==> config.mk <==
export PLATFORM = sky130hd
export DESIGN_NAME = kc_periph_top
export DESIGN_NICKNAME = d
export VERILOG_FILES = /design/src/source/kc_periph_pkg.sv /design/src/source/kc_periph_top.sv /design/src/source/wb_read_return.sv /design/src/source/uart_tx_engine.sv /design/src/source/gpio_regs.sv /design/src/source/periph_addr_decode.sv
export SDC_FILE = /design/constraint.sdc
export NUM_CORES = 1
export LEC_CHECK = 0
export BUFFER_PORTS_ARGS = -buffer_cell sky130_fd_sc_hd__buf_2
export CORE_ASPECT_RATIO = 1.1
export CORE_MARGIN = 2
export CORE_UTILIZATION = 39
export DETAILED_ROUTE_END_ITERATION = 8
export GPL_TIMING_DRIVEN = 0
export PLACE_DENSITY = 0.65
export SLEW_MARGIN = 30
export SYNTH_ARGS = -nofsm -noshare
export SYNTH_HDL_FRONTEND = slang
export SYNTH_SLANG_ARGS = --single-unit
==> constraint.sdc <==
create_clock -name i_clk -period 2.7 [get_ports i_clk]
set_input_delay 0.135 -clock i_clk [delete_from_list [all_inputs] [get_ports i_clk]]
set_output_delay 0.135 -clock i_clk [all_outputs]
set_load 0.01 [all_outputs]
==> src/source/kc_periph_pkg.sv <==
// Register map, bus and pin widths, UART reset divisor and the GPIO word union
package kc_periph_pkg;

  // Wishbone widths
  localparam int WB_AW = 8;
  localparam int WB_DW = 32;

  // GPIO pins, [11:4] LEDs and [3:0] DIP switches
  localparam int GPIO_W = 12;
  localparam int LED_W  = 8;
  localparam int DIP_W  = 4;

  // Register index is address bits [4:2]
  localparam int REG_IDX_W = 3;

  // Register byte addresses
  localparam logic [WB_AW-1:0] REG_GPIO_OUT    = 8'h00;
  localparam logic [WB_AW-1:0] REG_GPIO_DIR    = 8'h04;
  localparam logic [WB_AW-1:0] REG_GPIO_IN     = 8'h08;
  localparam logic [WB_AW-1:0] REG_UART_TXDATA = 8'h10;
  localparam logic [WB_AW-1:0] REG_UART_STATUS = 8'h14;
  localparam logic [WB_AW-1:0] REG_UART_DIV    = 8'h18;

  // Register indexes as seen by the blocks
  localparam logic [REG_IDX_W-1:0] IDX_GPIO_OUT    = REG_GPIO_OUT[4:2];
  localparam logic [REG_IDX_W-1:0] IDX_GPIO_DIR    = REG_GPIO_DIR[4:2];
  localparam logic [REG_IDX_W-1:0] IDX_GPIO_IN     = REG_GPIO_IN[4:2];
  localparam logic [REG_IDX_W-1:0] IDX_UART_TXDATA = REG_UART_TXDATA[4:2];
  localparam logic [REG_IDX_W-1:0] IDX_UART_STATUS = REG_UART_STATUS[4:2];
  localparam logic [REG_IDX_W-1:0] IDX_UART_DIV    = REG_UART_DIV[4:2];

  // UART bit divisor, bit time is divisor+1 clocks
  localparam int UART_DIV_W = 16;
  localparam logic [UART_DIV_W-1:0] UART_DIV_RESET = 16'd3;

  // Start bit, 8 data bits, stop bit
  localparam int UART_FRAME_BITS = 10;

  // GPIO register word, either raw or split into LED and DIP fields
  typedef union packed {
    logic [WB_DW-1:0] raw;
    struct packed {
      logic [WB_DW-GPIO_W-1:0] rsvd;
      logic [LED_W-1:0]        leds;
      logic [DIP_W-1:0]        dips;
    } fields;
  } gpio_word_u;

endpackage
==> src/source/kc_periph_top.sv <==
// Peripheral subsystem top with address decode, GPIO, UART TX and response stage
`timescale 1ns/100ps

module kc_periph_top (
  input  logic                             i_clk,
  input  logic                             i_rst_n,
  // Wishbone classic slave
  input  logic                             i_wb_cyc,
  input  logic                             i_wb_stb,
  input  logic                             i_wb_we,
  input  logic [kc_periph_pkg::WB_AW-1:0]  i_wb_adr,
  input  logic [kc_periph_pkg::WB_DW-1:0]  i_wb_dat,
  output logic [kc_periph_pkg::WB_DW-1:0]  o_wb_dat,
  output logic                             o_wb_ack,
  output logic                             o_wb_err,
  // GPIO pins, [11:4] LEDs and [3:0] DIP switches
  input  logic [kc_periph_pkg::GPIO_W-1:0] i_gpio,
  output logic [kc_periph_pkg::GPIO_W-1:0] o_gpio,
  output logic [kc_periph_pkg::GPIO_W-1:0] o_gpio_dir,
  // UART serial out
  output logic                             o_uart_td
);
  import kc_periph_pkg::*;

  logic                 w_req_gpio;
  logic                 w_req_uart;
  logic                 w_req_none;
  logic                 w_we;
  logic [REG_IDX_W-1:0] wb_idx;
  logic                 w_gpio_ready;
  logic                 w_uart_ready;
  logic [WB_DW-1:0]     wb_gpio_rdata;
  logic [WB_DW-1:0]     wb_uart_rdata;
  logic                 w_resp_busy;

  periph_addr_decode dec0 (
    .i_clk       (i_clk),
    .i_rst_n     (i_rst_n),
    .i_wb_cyc    (i_wb_cyc),
    .i_wb_stb    (i_wb_stb),
    .i_wb_we     (i_wb_we),
    .i_wb_adr    (i_wb_adr),
    .i_resp_busy (w_resp_busy),
    .o_req_gpio  (w_req_gpio),
    .o_req_uart  (w_req_uart),
    .o_req_none  (w_req_none),
    .o_we        (w_we),
    .o_idx       (wb_idx)
  );

  gpio_regs gpio0 (
    .i_clk      (i_clk),
    .i_rst_n    (i_rst_n),
    .i_req      (w_req_gpio),
    .i_we       (w_we),
    .i_idx      (wb_idx),
    .i_wdata    (i_wb_dat),
    .i_gpio     (i_gpio),
    .o_gpio     (o_gpio),
    .o_gpio_dir (o_gpio_dir),
    .o_rdata    (wb_gpio_rdata),
    .o_ready    (w_gpio_ready)
  );

  uart_tx_engine uart0 (
    .i_clk     (i_clk),
    .i_rst_n   (i_rst_n),
    .i_req     (w_req_uart),
    .i_we      (w_we),
    .i_idx     (wb_idx),
    .i_wdata   (i_wb_dat),
    .o_rdata   (wb_uart_rdata),
    .o_ready   (w_uart_ready),
    .o_uart_td (o_uart_td)
  );

  wb_read_return resp0 (
    .i_clk        (i_clk),
    .i_rst_n      (i_rst_n),
    .i_req_gpio   (w_req_gpio),
    .i_req_uart   (w_req_uart),
    .i_req_none   (w_req_none),
    .i_we         (w_we),
    .i_idx        (wb_idx),
    .i_gpio_ready (w_gpio_ready),
    .i_uart_ready (w_uart_ready),
    .i_gpio_rdata (wb_gpio_rdata),
    .i_uart_rdata (wb_uart_rdata),
    .o_wb_ack     (o_wb_ack),
    .o_wb_err     (o_wb_err),
    .o_wb_dat     (o_wb_dat),
    .o_resp_busy  (w_resp_busy)
  );

endmodule

==> src/source/wb_read_return.sv <==
// Wishbone response stage registering ack, err and read data
`timescale 1ns/100ps

module wb_read_return (
  input  logic                                i_clk,
  input  logic                                i_rst_n,
  input  logic                                i_req_gpio,
  input  logic                                i_req_uart,
  input  logic                                i_req_none,
  input  logic                                i_we,
  input  logic [kc_periph_pkg::REG_IDX_W-1:0] i_idx,
  input  logic                                i_gpio_ready,
  input  logic                                i_uart_ready,
  input  logic [kc_periph_pkg::WB_DW-1:0]     i_gpio_rdata,
  input  logic [kc_periph_pkg::WB_DW-1:0]     i_uart_rdata,
  output logic                                o_wb_ack,
  output logic                                o_wb_err,
  output logic [kc_periph_pkg::WB_DW-1:0]     o_wb_dat,
  output logic                                o_resp_busy
);
  import kc_periph_pkg::*;

  logic done;
  logic ro_write;
  logic err_d;
  logic ack_q;
  logic err_q;
  logic [WB_DW-1:0] dat_q;

  // A transfer ends when the addressed block is ready, or at once when unmapped
  assign done = (i_req_gpio & i_gpio_ready) | (i_req_uart & i_uart_ready) | i_req_none;

  assign ro_write = i_we & ((i_req_gpio & (i_idx == IDX_GPIO_IN)) |
                            (i_req_uart & (i_idx == IDX_UART_STATUS)));
  assign err_d    = i_req_none | ro_write;

  always_ff @(posedge i_clk) begin
    if (!i_rst_n) begin
      ack_q <= 1'b0;
      err_q <= 1'b0;
    end else begin
      ack_q <= done & ~err_d;
      err_q <= done & err_d;
    end
  end

  always_ff @(posedge i_clk) begin
    if (done) begin
      dat_q <= i_req_gpio ? i_gpio_rdata : (i_req_uart ? i_uart_rdata : '0);
    end
  end

  assign o_wb_ack    = ack_q;
  assign o_wb_err    = err_q;
  assign o_wb_dat    = dat_q;
  // Masks decode for the cycle the response is on the bus
  assign o_resp_busy = ack_q | err_q;

endmodule

==> src/source/uart_tx_engine.sv <==
// UART TXDATA, STATUS and DIV registers with the 8N1 transmit shift engine
`timescale 1ns/100ps

module uart_tx_engine (
  input  logic                                i_clk,
  input  logic                                i_rst_n,
  input  logic                                i_req,
  input  logic                                i_we,
  input  logic [kc_periph_pkg::REG_IDX_W-1:0] i_idx,
  input  logic [kc_periph_pkg::WB_DW-1:0]     i_wdata,
  output logic [kc_periph_pkg::WB_DW-1:0]     o_rdata,
  output logic                                o_ready,
  output logic                                o_uart_td
);
  import kc_periph_pkg::*;

  logic [UART_DIV_W-1:0]      div_q;
  logic [UART_DIV_W-1:0]      tick_q;
  logic [3:0]                 bit_cnt_q;
  logic [UART_FRAME_BITS-1:0] shift_q;
  logic                       busy_q;
  logic                       tx_wr;
  logic                       wr_en;
  logic                       tx_load;
  logic                       bit_end;

  assign tx_wr = i_req & i_we & (i_idx == IDX_UART_TXDATA);

  // Back-pressure: a new byte waits for the current frame
  assign o_ready = ~(tx_wr & busy_q);
  assign wr_en   = i_req & i_we & o_ready;
  assign tx_load = tx_wr & o_ready;
  assign bit_end = busy_q & (tick_q == '0);

  always_ff @(posedge i_clk) begin
    if (!i_rst_n) begin
      div_q <= UART_DIV_RESET;
    end else if (wr_en && (i_idx == IDX_UART_DIV)) begin
      div_q <= i_wdata[UART_DIV_W-1:0];
    end
  end

  // Bit timer and bit counter
  always_ff @(posedge i_clk) begin
    if (!i_rst_n) begin
      busy_q    <= 1'b0;
      tick_q    <= '0;
      bit_cnt_q <= '0;
    end else if (tx_load) begin
      busy_q    <= 1'b1;
      tick_q    <= div_q;
      bit_cnt_q <= '0;
    end else if (bit_end) begin
      tick_q <= div_q;
      if (bit_cnt_q == 4'(UART_FRAME_BITS - 1)) begin
        // Stop bit done
        busy_q <= 1'b0;
      end else begin
        bit_cnt_q <= bit_cnt_q + 4'd1;
      end
    end else if (busy_q) begin
      tick_q <= tick_q - UART_DIV_W'(1);
    end
  end

  // Frame is stop, data LSB first, start, shifted out from bit 0
  always_ff @(posedge i_clk) begin
    if (tx_load) begin
      shift_q <= {1'b1, i_wdata[7:0], 1'b0};
    end else if (bit_end) begin
      shift_q <= {1'b1, shift_q[UART_FRAME_BITS-1:1]};
    end
  end

  // Line idles high
  assign o_uart_td = busy_q ? shift_q[0] : 1'b1;

  always_comb begin
    case (i_idx)
      IDX_UART_STATUS: o_rdata = {{(WB_DW-1){1'b0}}, busy_q};
      IDX_UART_DIV:    o_rdata = {{(WB_DW-UART_DIV_W){1'b0}}, div_q};
      default:         o_rdata = '0;
    endcase
  end

endmodule

==> src/source/gpio_regs.sv <==
// GPIO output and direction registers, 2-flop input synchronizer and read mux
`timescale 1ns/100ps

module gpio_regs (
  input  logic                                i_clk,
  input  logic                                i_rst_n,
  input  logic                                i_req,
  input  logic                                i_we,
  input  logic [kc_periph_pkg::REG_IDX_W-1:0] i_idx,
  input  logic [kc_periph_pkg::WB_DW-1:0]     i_wdata,
  input  logic [kc_periph_pkg::GPIO_W-1:0]    i_gpio,
  output logic [kc_periph_pkg::GPIO_W-1:0]    o_gpio,
  output logic [kc_periph_pkg::GPIO_W-1:0]    o_gpio_dir,
  output logic [kc_periph_pkg::WB_DW-1:0]     o_rdata,
  output logic                                o_ready
);
  import kc_periph_pkg::*;

  logic [GPIO_W-1:0] out_q;
  logic [GPIO_W-1:0] dir_q;
  logic [GPIO_W-1:0] sync1_q;
  logic [GPIO_W-1:0] sync2_q;
  logic              wr_en;
  gpio_word_u        wr_word;
  gpio_word_u        rd_word;

  // Registers never stall the bus
  assign o_ready = 1'b1;
  assign wr_en   = i_req & i_we & o_ready;

  assign wr_word.raw = i_wdata;

  always_ff @(posedge i_clk) begin
    if (!i_rst_n) begin
      out_q <= '0;
      dir_q <= '0;
    end else if (wr_en) begin
      if (i_idx == IDX_GPIO_OUT) begin
        out_q <= {wr_word.fields.leds, wr_word.fields.dips};
      end
      if (i_idx == IDX_GPIO_DIR) begin
        dir_q <= {wr_word.fields.leds, wr_word.fields.dips};
      end
    end
  end

  // Pins are asynchronous to i_clk
  always_ff @(posedge i_clk) begin
    if (!i_rst_n) begin
      sync1_q <= '0;
      sync2_q <= '0;
    end else begin
      sync1_q <= i_gpio;
      sync2_q <= sync1_q;
    end
  end

  always_comb begin
    rd_word.raw = '0;
    case (i_idx)
      IDX_GPIO_OUT: {rd_word.fields.leds, rd_word.fields.dips} = out_q;
      IDX_GPIO_DIR: {rd_word.fields.leds, rd_word.fields.dips} = dir_q;
      // Input register shows the pins, not the driven outputs
      IDX_GPIO_IN:  {rd_word.fields.leds, rd_word.fields.dips} = sync2_q;
      default:      rd_word.raw = '0;
    endcase
  end

  assign o_rdata    = rd_word.raw;
  assign o_gpio     = out_q;
  assign o_gpio_dir = dir_q;

endmodule

==> src/source/periph_addr_decode.sv <==
// Wishbone address decoder producing block requests, write flag and register index
`timescale 1ns/100ps

module periph_addr_decode (
  input  logic                           i_clk,
  input  logic                           i_rst_n,
  input  logic                           i_wb_cyc,
  input  logic                           i_wb_stb,
  input  logic                           i_wb_we,
  input  logic [kc_periph_pkg::WB_AW-1:0] i_wb_adr,
  input  logic                           i_resp_busy,
  output logic                           o_req_gpio,
  output logic                           o_req_uart,
  output logic                           o_req_none,
  output logic                           o_we,
  output logic [kc_periph_pkg::REG_IDX_W-1:0] o_idx
);
  import kc_periph_pkg::*;

  logic                 cyc_stb;
  logic                 live;
  logic [2:0]           sel_c;
  logic [2:0]           sel_q;
  logic [REG_IDX_W-1:0] idx_q;
  logic                 held_q;
  logic [2:0]           sel;

  assign cyc_stb = i_wb_cyc & i_wb_stb;
  // No request during the response cycle
  assign live = cyc_stb & ~i_resp_busy;

  // Select order is {gpio, uart, none}
  always_comb begin
    sel_c = 3'b001;
    if ((i_wb_adr == REG_GPIO_OUT) || (i_wb_adr == REG_GPIO_DIR) ||
        (i_wb_adr == REG_GPIO_IN)) begin
      sel_c = 3'b100;
    end else if ((i_wb_adr == REG_UART_TXDATA) || (i_wb_adr == REG_UART_STATUS) ||
                 (i_wb_adr == REG_UART_DIV)) begin
      sel_c = 3'b010;
    end
  end

  // Decode is taken on the first cycle of a transfer and kept while the UART stalls it
  always_ff @(posedge i_clk) begin
    if (!i_rst_n) begin
      held_q <= 1'b0;
    end else begin
      held_q <= live;
    end
  end

  always_ff @(posedge i_clk) begin
    if (!held_q) begin
      sel_q <= sel_c;
      idx_q <= i_wb_adr[4:2];
    end
  end

  assign sel = held_q ? sel_q : sel_c;

  assign o_req_gpio = live & sel[2];
  assign o_req_uart = live & sel[1];
  assign o_req_none = live & sel[0];
  assign o_we       = i_wb_we;
  assign o_idx      = held_q ? idx_q : i_wb_adr[4:2];

endmodule

# After elaboration in Yosys (flattened, before gate mapping)
# Index checks and enable logic that the tools add are counted.
[totals]
reg_bits = 119
output_inout_bits = 59
[classes]
n_addsub = 2
eq_ne = 11
n_mux = 17
bitwise = 29
n_reduce_logical = 17
[ops]
columns = ["operator", "n"]
rows = [
  ["$mux 16", 3],
  ["$pmux 12 s3", 1],
  ["$pmux 16 s2", 1],
  ["$eq 8x5->1 const B", 3],
  ["$mux 12", 2],
  ["$and 1x1->1", 18],
  ["$mux 9", 2],
  ["$logic_not 16->1", 1],
  ["$sub 16x1->16 const B", 1],
  ["$eq 3x3->1 const B", 3],
  ["$mux 3", 3],
  ["$eq 8x3->1 const B", 1],
  ["$eq 8x4->1 const B", 1],
  ["$logic_not 8->1", 1],
  ["$reduce_and 2->1", 4],
  ["$not 1->1", 6],
  ["$or 1x1->1", 5],
  ["$add 4x1->4 const B", 1],
  ["$eq 4x4->1 const B", 1],
  ["$logic_or 1x1->1", 4],
  ["$mux 1", 4],
  ["$reduce_bool 2->1", 2],
  ["$reduce_or 2->1", 2],
  ["$eq 3x1->1 const B", 1],
  ["5 further kinds", 5],
]

# Logic depth before layout (Yosys ltp)
# Gate-level depths: netlist of the first run.
[logic_depth]
ltp_word = 15
ltp_mapped = 9

# Hierarchy
# A second synthesis of the first run with hierarchy kept.
[unflattened]
cells_unflattened = 625
area_unflattened_um2 = 6302.3
[modules_own_cells]
columns = ["module", "n_inst", "cells_each", "area_per_inst_um2", "seq_area_each_um2"]
rows = [
  ["uart_tx_engine", 1, 298, 2534.9, 1001.0],
  ["gpio_regs", 1, 210, 2038.2, 960.9],
  ["wb_read_return", 1, 85, 1396.3, 1001.0],
  ["periph_addr_decode", 1, 32, 332.8, 140.1],
]

# Worst setup path after synthesis of the first run
# Ideal clock, no wire load.
[synth_path]
path_type = "reg-to-reg"
from = "reg dec0.held_q"
to = "reg resp0.dat_q[0], in the netlist resp0.o_wb_dat[0], enable pin"
arrival_ps = 2063
setup_slack_ps = 228
stages_incl_launch_ff = 6
synth_period_minus_slack_ps = 2472
path_cell_list = "dfxtp_1 > buf_2 > nor3b_1 > o21ai_0 > a211oi_1 > nor3_1"
[synth_between]
elab_chain_len = 9
word_cells_on_any_way = 13
[synth_lines]
columns = ["element", "line_no", "source"]
rows = [
  ["from (decl)", "periph_addr_decode.sv:25", "logic held_q;"],
  ["from (signal assigned)", "periph_addr_decode.sv:49", "held_q <= live;"],
  ["$mux 3", "periph_addr_decode.sv:60", "assign sel = held_q ? sel_q : sel_c;"],
  ["$and 1x1->1", "periph_addr_decode.sv:63", "assign o_req_uart = live & sel[1];"],
  ["$and 1x1->1 (2 in series)", "uart_tx_engine.sv:27", "assign tx_wr = i_req & i_we & (i_idx == IDX_UART_TXDATA);"],
  ["$and 1x1->1", "uart_tx_engine.sv:30", "assign o_ready = ~(tx_wr & busy_q);"],
  ["$not 1->1", "uart_tx_engine.sv:30", ""],
  ["$and 1x1->1", "wb_read_return.sv:31", "assign done = (i_req_gpio & i_gpio_ready) | (i_req_uart & i_uart_ready) | i_req_none;"],
  ["$or 1x1->1", "wb_read_return.sv:31", ""],
  ["$or 1x1->1 (*)", "wb_read_return.sv:31", ""],
  ["net resp0.done", "wb_read_return.sv:23", "logic done;"],
  ["to (signal assigned)", "wb_read_return.sv:49", "dat_q <= i_req_gpio ? i_gpio_rdata : (i_req_uart ? i_uart_rdata : '0);"],
  ["to (decl)", "wb_read_return.sv:28", "logic [WB_DW-1:0] dat_q;"],
]
# The timed path passes the listed nets; every way through them passes the cells marked *.
# A chain may end at the register's enable or synchronous reset.

# Final worst setup path of the first run
[layout_path]
from = "reg dec0.held_q"
to = "reg gpio0.dir_q[10], in the netlist gpio0.o_gpio_dir[10]"
[layout_between]
elab_chain_len = 4
word_cells_on_any_way = 6
[layout_lines]
columns = ["element", "line_no", "source"]
rows = [
  ["$mux 3", "periph_addr_decode.sv:60", ""],
  ["net dec0.sel[2]", "periph_addr_decode.sv:26", "logic [2:0] sel;"],
  ["$and 1x1->1", "periph_addr_decode.sv:62", "assign o_req_gpio = live & sel[2];"],
  ["$and 1x1->1", "gpio_regs.sv:29", "assign wr_en = i_req & i_we & o_ready;"],
  ["$reduce_and 2->1 (no source line)", "--", ""],
  ["to (signal assigned)", "gpio_regs.sv:42", "dir_q <= {wr_word.fields.leds, wr_word.fields.dips};"],
  ["to (decl)", "gpio_regs.sv:20", "logic [GPIO_W-1:0] dir_q;"],
]
# The timed path passes the listed nets, and every way through them passes these cells.

==> run_results.csv, run 1 <==
group,metric,value,unit
outcome,run_status,"complete, no violations",
sta,max_slew_margin,46.05,%
sta,hold_viol_final,0,
synthesis,synth_top_cells_by_count,"dfxtp_1 (95), nand2_1 (81), mux2i_1 (40), and2_1 (30), o21ai_0 (28)",
cts,clock_sinks,119,
sta,final_max_slew_viol_count,0,
worst_setup_path,critPathMaxStageDelay,520,ps
power,p_per_area,634.3,nW/µm²
synthesis,synth.area.top_cells,"dfxtp_1 (37%), edfxtp_1 (14%), mux2i_1 (7.9%)",
worst_setup_path,slowest_stage,"or4_4",
cts,root_buffer,"clkbuf_16",
worst_setup_path,end_kind,"flop",
worst_setup_path,cp_data_arrival_time,2790,ps
worst_setup_path,cp.required,2960,ps
global_routing,grt_pass1_wl,20810,µm
cells_and_area,fin_util,51.97,%
cts,clkSlewWorstSetupHoldPaths,50,ps
hold_path,holdPathEnd,"uart0.div_q[3]$_SDFFE_PN0P_",
place,dp_hpwl,9377,µm
drt,drt_iter0_drc,301,
cells_and_area,nets,720,
global_routing,grt-ovfl-total,0,
drt,wirelength,13010,µm
floorplan,start_util,40.19,%
sta,fin_crit_sh,93.77,%
cells_and_area,n_fill_cell,1118,
worst_setup_path,cp-start-kind,"flop",
synthesis,synth_cell_types,57,
hold_path,hold_depth,3,
floorplan,ios,116,
hold_path,hold_path_class,"in2reg",
synthesis,synth_edf_count,24,
floorplan,rows,43,
worst_setup_path,reg2reg_from,"dec0.held_q$_SDFF_PN0_",
worst_setup_path,rr_endpoint,"gpio0.o_gpio_dir[10]$_SDFFE_PN0P_",
floorplan,die_w,112.8,µm
cts,clk_path_buf_depth,2,
power,p_leak,0.002720,µW
sta,fmax,395.0,MHz
worst_setup_path,worstRegToRegCells,7,
synthesis,yosysMostFrequentCell,"dfxtp_1",
global_routing,track_usage,19.23,%
synthesis,syn_area,5081,µm²
drt,via_count,4214,
cts,cts_made_buffers,17,
global_routing,grt_pass1_vias,4221,
drt,drc,0,
place,io_buffer_count,82,
cts,cts_tree,"built",
hold_path,hold_start,"i_wb_dat[3]",
sta,skew,11.90,ps
cts,clk_latency,410,ps
floorplan,placeableCoreArea,12640,µm²
sta,grt_setup_unrepaired,"false",
power,max-vdd-ir-drop,0.3566,mV
drt,routedWlPerCell,15.67,µm
place,place.gp.congestion,0.8932,
floorplan,die_h,123.7,µm
global_routing,antenna_found_initial,0,
drt,routed_via_density,5.077,
cells_and_area,antennaDiodeCount,0,
global_routing,grt_max_degree,18,
drt,first_pass_iters,5,
cells_and_area,area_growth,29.33,%
synthesis,ys_seq_elements,119,
sta,tns,0,ps
floorplan,die-area,13960,µm²
worst_setup_path,r2r_slack,170,ps
synthesis,synth_async_sr_flop_share,0,%
synthesis,synth_warnings,0,
synthesis,ys_seq_area_share,51.61,%
synthesis,syn_inst,517,
power,p_total,4168,µW
worst_setup_path,worstPathMaxFanout,10,
job,maxCapViolCount,0,
worst_setup_path,path_cells,"buf_2, or4_4, o31ai_2, nand4_1, clkbuf_1, nand3_1, o21ai_0",
sta,worstMarginPinSlew,809.3,ps
sta,layout_min_cycle_time,2532,ps
synthesis,synth_top_area_share,37.43,%
sta,finalSetupViolCount,0,
cts,h-tree-depth,4,
synthesis,synth_flop_cell,"dfxtp_1",
worst_setup_path,worst-setup-path-type,"reg2reg",
synthesis,yosys.area.top_type,"dfxtp_1",
synthesis,avgSynthCellArea,9.828,µm²
drt,ant_nets,0,
cells_and_area,drive_above_1_share,23.63,%
stage by stage:
stage	std cells	instance area (µm²)	worst slack [ps]	hold slack, ps
after CTS	828	6553	133.4	0.7704
after global routing	830	6571	27.01	14.57
final	830	6571	168.1	8.730
after floorplan	532	5137	228.1	253.0
after global placement	771	5744	-685.1	340.2
after detailed placement	773	5764	151.4	343.1
cell usage in the layout (no fill, tap or decap), drive strengths merged, types with 12 or more instances in the layout:
cell,Yosys,layout
a21oi,20,20
a22o,19,19
and2,30,30
buf,26,112
clkbuf,17,42
conb,1,16
dfxtp,95,95
dlygate4sd3,0,23
edfxtp,24,24
mux2i,40,40
nand2,81,81
nand3,20,20
nor2,28,28
nor3,12,12
o21ai,28,28
critical path, delay by kind of cell (launching register included):
kind | cells | cell delay (ps)
and+or+nand+nor | 3 | 1070
buffers and inverters | 2 | 570
AOI/OAI and AO/OA | 2 | 400
DFF | 1 | 330
routing by layer:
metal	global-route usage, %	up-vias	part of all wire (%)
met5	0	-	0
met4	9.909	0	2.5
met3	3.455	28	6.3
met2	32.37	167	48
met1	23.74	1956	43
li1	-	2063	-
worst max-delay path by stage:
stage,start,to,slack [ps],cells past startpoint
after floorplan,dec0.held_q$_SDFF_PN0_,resp0.o_wb_dat[0]$_DFFE_PP_,230,5
after global routing,dec0.held_q$_SDFF_PN0_,uart0.div_q[10]$_SDFFE_PN0P_,30,8
after detailed placement,dec0.held_q$_SDFF_PN0_,uart0.div_q[10]$_SDFFE_PN0P_,150,7
after global placement,dec0.held_q$_SDFF_PN0_,resp0.o_wb_dat[4]$_DFFE_PP_,-690,5
final,dec0.held_q$_SDFF_PN0_,gpio0.o_gpio_dir[10]$_SDFFE_PN0P_,170,7
after CTS,dec0.held_q$_SDFF_PN0_,uart0.div_q[10]$_SDFFE_PN0P_,130,7
cell type report:
class | instances | area (µm²) | share of cell area, %
flip-flops and latches | 119 | 2623 | 39.91
multi-input cells | 360 | 2221 | 33.80
repair buffers | 109 | 670.6 | 10.21
clock buffers | 25 | 516.7 | 7.864
plain buffers | 44 | 269.0 | 4.094
well taps | 157 | 196.4 | 2.989
clock inverters | 7 | 41.29 | 0.6283
inverters | 9 | 33.78 | 0.5141
power by group:
part	leakage [µW]	switching, µW	internal, µW
combinational	0.00144	123	102
clock	0.000278	772	1320
sequential	0.00100	10.6	1840
total	0.00272	906	3260
flip-flops by register name, summed over array words and instances (netlist names):
register and count:
dec0.sel_q 3, resp0.o_wb_err 1, dec0.held_q 1, uart0.bit_cnt_q 4, dec0.idx_q 3, gpio0.sync2_q 12, gpio0.sync1_q 12, resp0.o_wb_dat 16
gpio0.o_gpio 12, uart0.div_q 16, resp0.o_wb_ack 1, uart0.busy_q 1, uart0.tick_q 16, uart0.shift_q 9, gpio0.o_gpio_dir 12
logic make-up (layout without fill, tap and decap cells):
family / after synthesis / after routing / share of synthesized area, %
AOI/OAI and AO/OA: 81 / 81 / 10.54
xor gates and xnor gates: 15 / 15 / 2.586
adders and majority gates: 3 / 3 / 0.7388
buffers and inverters: 53 / 194 / 5.959
DFF: 119 / 119 / 51.61
muxes: 43 / 43 / 8.545
other: 1 / 16 / 0.07380
and+or+nand+nor: 202 / 202 / 19.95
timing repair:
item	4_1_cts	5_1_grt
hold endpoints to repair	23	0
setup buffers	0	2
hold buffers	23	0
endpoints found under the setup margin	0	10
resized for setup	0	1
Note: power is estimated with default switching activity, not from simulation.
==> inputs of run 2 (changes only) <==
--- a/config.mk
+++ b/config.mk
@@ -12,6 +12,7 @@
 export DETAILED_ROUTE_END_ITERATION = 8
 export GPL_TIMING_DRIVEN = 0
 export PLACE_DENSITY = 0.65
+export RECOVER_POWER = 25
 export SLEW_MARGIN = 30
 export SYNTH_ARGS = -nofsm -noshare
 export SYNTH_HDL_FRONTEND = slang
==> run_results.csv, run 2 (synthesis results as in run 1) <==
group,metric,value,unit
outcome,run_status,"complete, no violations",
cts,cts_tree,"built",
power,p_leak,0.002632,µW
power,p_seq_share,44.6,%
worst_setup_path,slowest_stage,"or4_4",
floorplan,rows,43,
global_routing,grt-ovfl-total,0,
floorplan,start_util,40.19,%
sta,skew,11.44,ps
cts,clkSlewWorstSetupHoldPaths,50,ps
cts,clock_sinks,119,
cells_and_area,drive_above_1_share,20.51,%
cells_and_area,layoutNonFillerInstCount,830,
hold_path,hold_path_class,"in2reg",
cts,cts_made_buffers,17,
drt,first_pass_iters,5,
sta,worst_slack,157.8,ps
cells_and_area,final_cell_mix,"dfxtp_1 (95), nand2_1 (81), buf_2 (66)",
cts,clk_path_buf_depth,2,
global_routing,grt_pass1_vias,4221,
cells_and_area,final_common_cell,"dfxtp_1",
power,intPower,3260,µW
cts,root_buffer,"clkbuf_16",
worst_setup_path,path_delay_family,"simple AND/OR/NAND/NOR gates",
floorplan,die-area,13960,µm²
drt,drc,0,
cells_and_area,fin_util,51.77,%
floorplan,ios,116,
drt,drt_iter0_drc,274,
drt,via_count,4170,
cts,h-tree-depth,4,
power,combPwrFrac,5.4,%
worst_setup_path,crit_buf_inv,2,
cells_and_area,fin_area,6545,µm²
cts,clk_latency,410,ps
global_routing,grt_max_degree,18,
place,dp_cells,773,
sta,fmax,393.4,MHz
place,placed_area,5764,µm²
cells_and_area,antennaDiodeCount,0,
drt,routedWlPerCell,15.64,µm
floorplan,die_h,123.7,µm
sta,max_slew_margin,46.77,%
sta,final_max_slew_viol_count,0,
global_routing,grt_pass1_wl,20810,µm
drt,ant_nets,0,
place,io_buffer_count,82,
worst_setup_path,worstPathMaxFanout,10,
worst_setup_path,worst-setup-path-type,"reg2reg",
power,p_switching,900.3,µW
power,p_per_area,635.7,nW/µm²
drt,routed_via_density,5.024,
worst_setup_path,cp.required,2960,ps
global_routing,track_usage,19.23,%
sta,hold_viol_final,0,
floorplan,placeableCoreArea,12640,µm²
floorplan,die_w,112.8,µm
cells_and_area,n_fill_cell,1130,
sta,worstMarginPinSlew,798.5,ps
worst_setup_path,end_kind,"flop",
power,clockPowerShare,50.1,%
cells_and_area,area_growth,28.81,%
place,place.gp.congestion,0.8932,
sta,layout_min_cycle_time,2542,ps
place,dp_slack,151.4,ps
place,dp_hpwl,9377,µm
job,maxCapViolCount,0,
sta,fin_crit_sh,94.16,%
power,p_total,4161,µW
sta,grt_setup_unrepaired,"false",
power,sw_frac_of_total,21.64,%
cells_and_area,nets,720,
worst_setup_path,cp_data_arrival_time,2800,ps
worst_setup_path,path_cells,"buf_2, or4_4, o31ai_2, nand4_1, clkbuf_1, nand3_1, o21ai_0",
power,max-vdd-ir-drop,0.3548,mV
worst_setup_path,critPathMaxStageDelay,520,ps
drt,wirelength,12980,µm
worst_setup_path,cp-start-kind,"flop",
sta,finalSetupViolCount,0,
global_routing,antenna_found_initial,0,
## run 2: cell types whose count changed in the layout (fill, tap and decap cells not counted)
cell,change
and2_1,-12
buf_2,-21
and2_0,+12
clkbuf_1,+21
## run 2: layout make-up
cell class / instances / area (µm²) / area share [%]
timing repair buffer: 109 / 644.4 / 9.845
tap: 157 / 196.4 / 3.001
buffer: 44 / 269.0 / 4.110
clock buffer: 25 / 516.7 / 7.895
inverter: 9 / 33.78 / 0.5162
multi-input combinational: 360 / 2221 / 33.93
clock inverter: 7 / 41.29 / 0.6309
sequential: 119 / 2623 / 40.07
## run 2: layer usage
layer  global-route usage (%)  wire length (µm)
met4                    9.909               345
met2                    32.37              6231
met3                    3.455               764
met1                    23.74              5639
met5                        0                 0
## run 2: worst register-to-register path, stage by stage (launching register included)
cell and delay (ps):
dfxtp_1 330, buf_2 190, or4_4 520, o31ai_2 320, nand4_1 370, clkbuf_1 380
nand3_1 180, o21ai_0 100
## run 2: path summary, 6_finish.rpt
kind	end	start	cells past startpoint	slack, ps
max	gpio0.o_gpio_dir[10]$_SDFFE_PN0P_	dec0.held_q$_SDFF_PN0_	7	160
min	uart0.div_q[3]$_SDFFE_PN0P_	i_wb_dat[3]	3	10
max reg2reg	gpio0.o_gpio_dir[10]$_SDFFE_PN0P_	dec0.held_q$_SDFF_PN0_	7	160
min reg2reg	gpio0.sync2_q[0]$_SDFF_PN0_	gpio0.sync1_q[0]$_SDFF_PN0_	1	430
## run 2: what timing repair did
item / in CTS / in global routing
hold buffers: 23 / 0
hold endpoints to repair: 23 / 0
buffers inserted: 0 / 2
gates resized for setup: 0 / 1
setup endpoints to repair: 0 / 10
## run 2: power by group through the flow
stage | Combinational [µW] | Clock, µW | Sequential [µW]
finish | 223 | 2080 | 1850
global route | 244 | 2190 | 1860
CTS | 222 | 2100 | 1850
detailed placement | 196 | 0 | 1890
global placement | 191 | 0 | 1890
floorplan | 110 | 0 | 1890
## run 2: metrics by stage
stage | hold slack [ps] | TNS, ps
floorplan | 253.0 | 0
global placement | 340.2 | -10930
detailed placement | 343.1 | 0
CTS | 0.7704 | 0
global route | 14.57 | 0
finish | 11.14 | 0
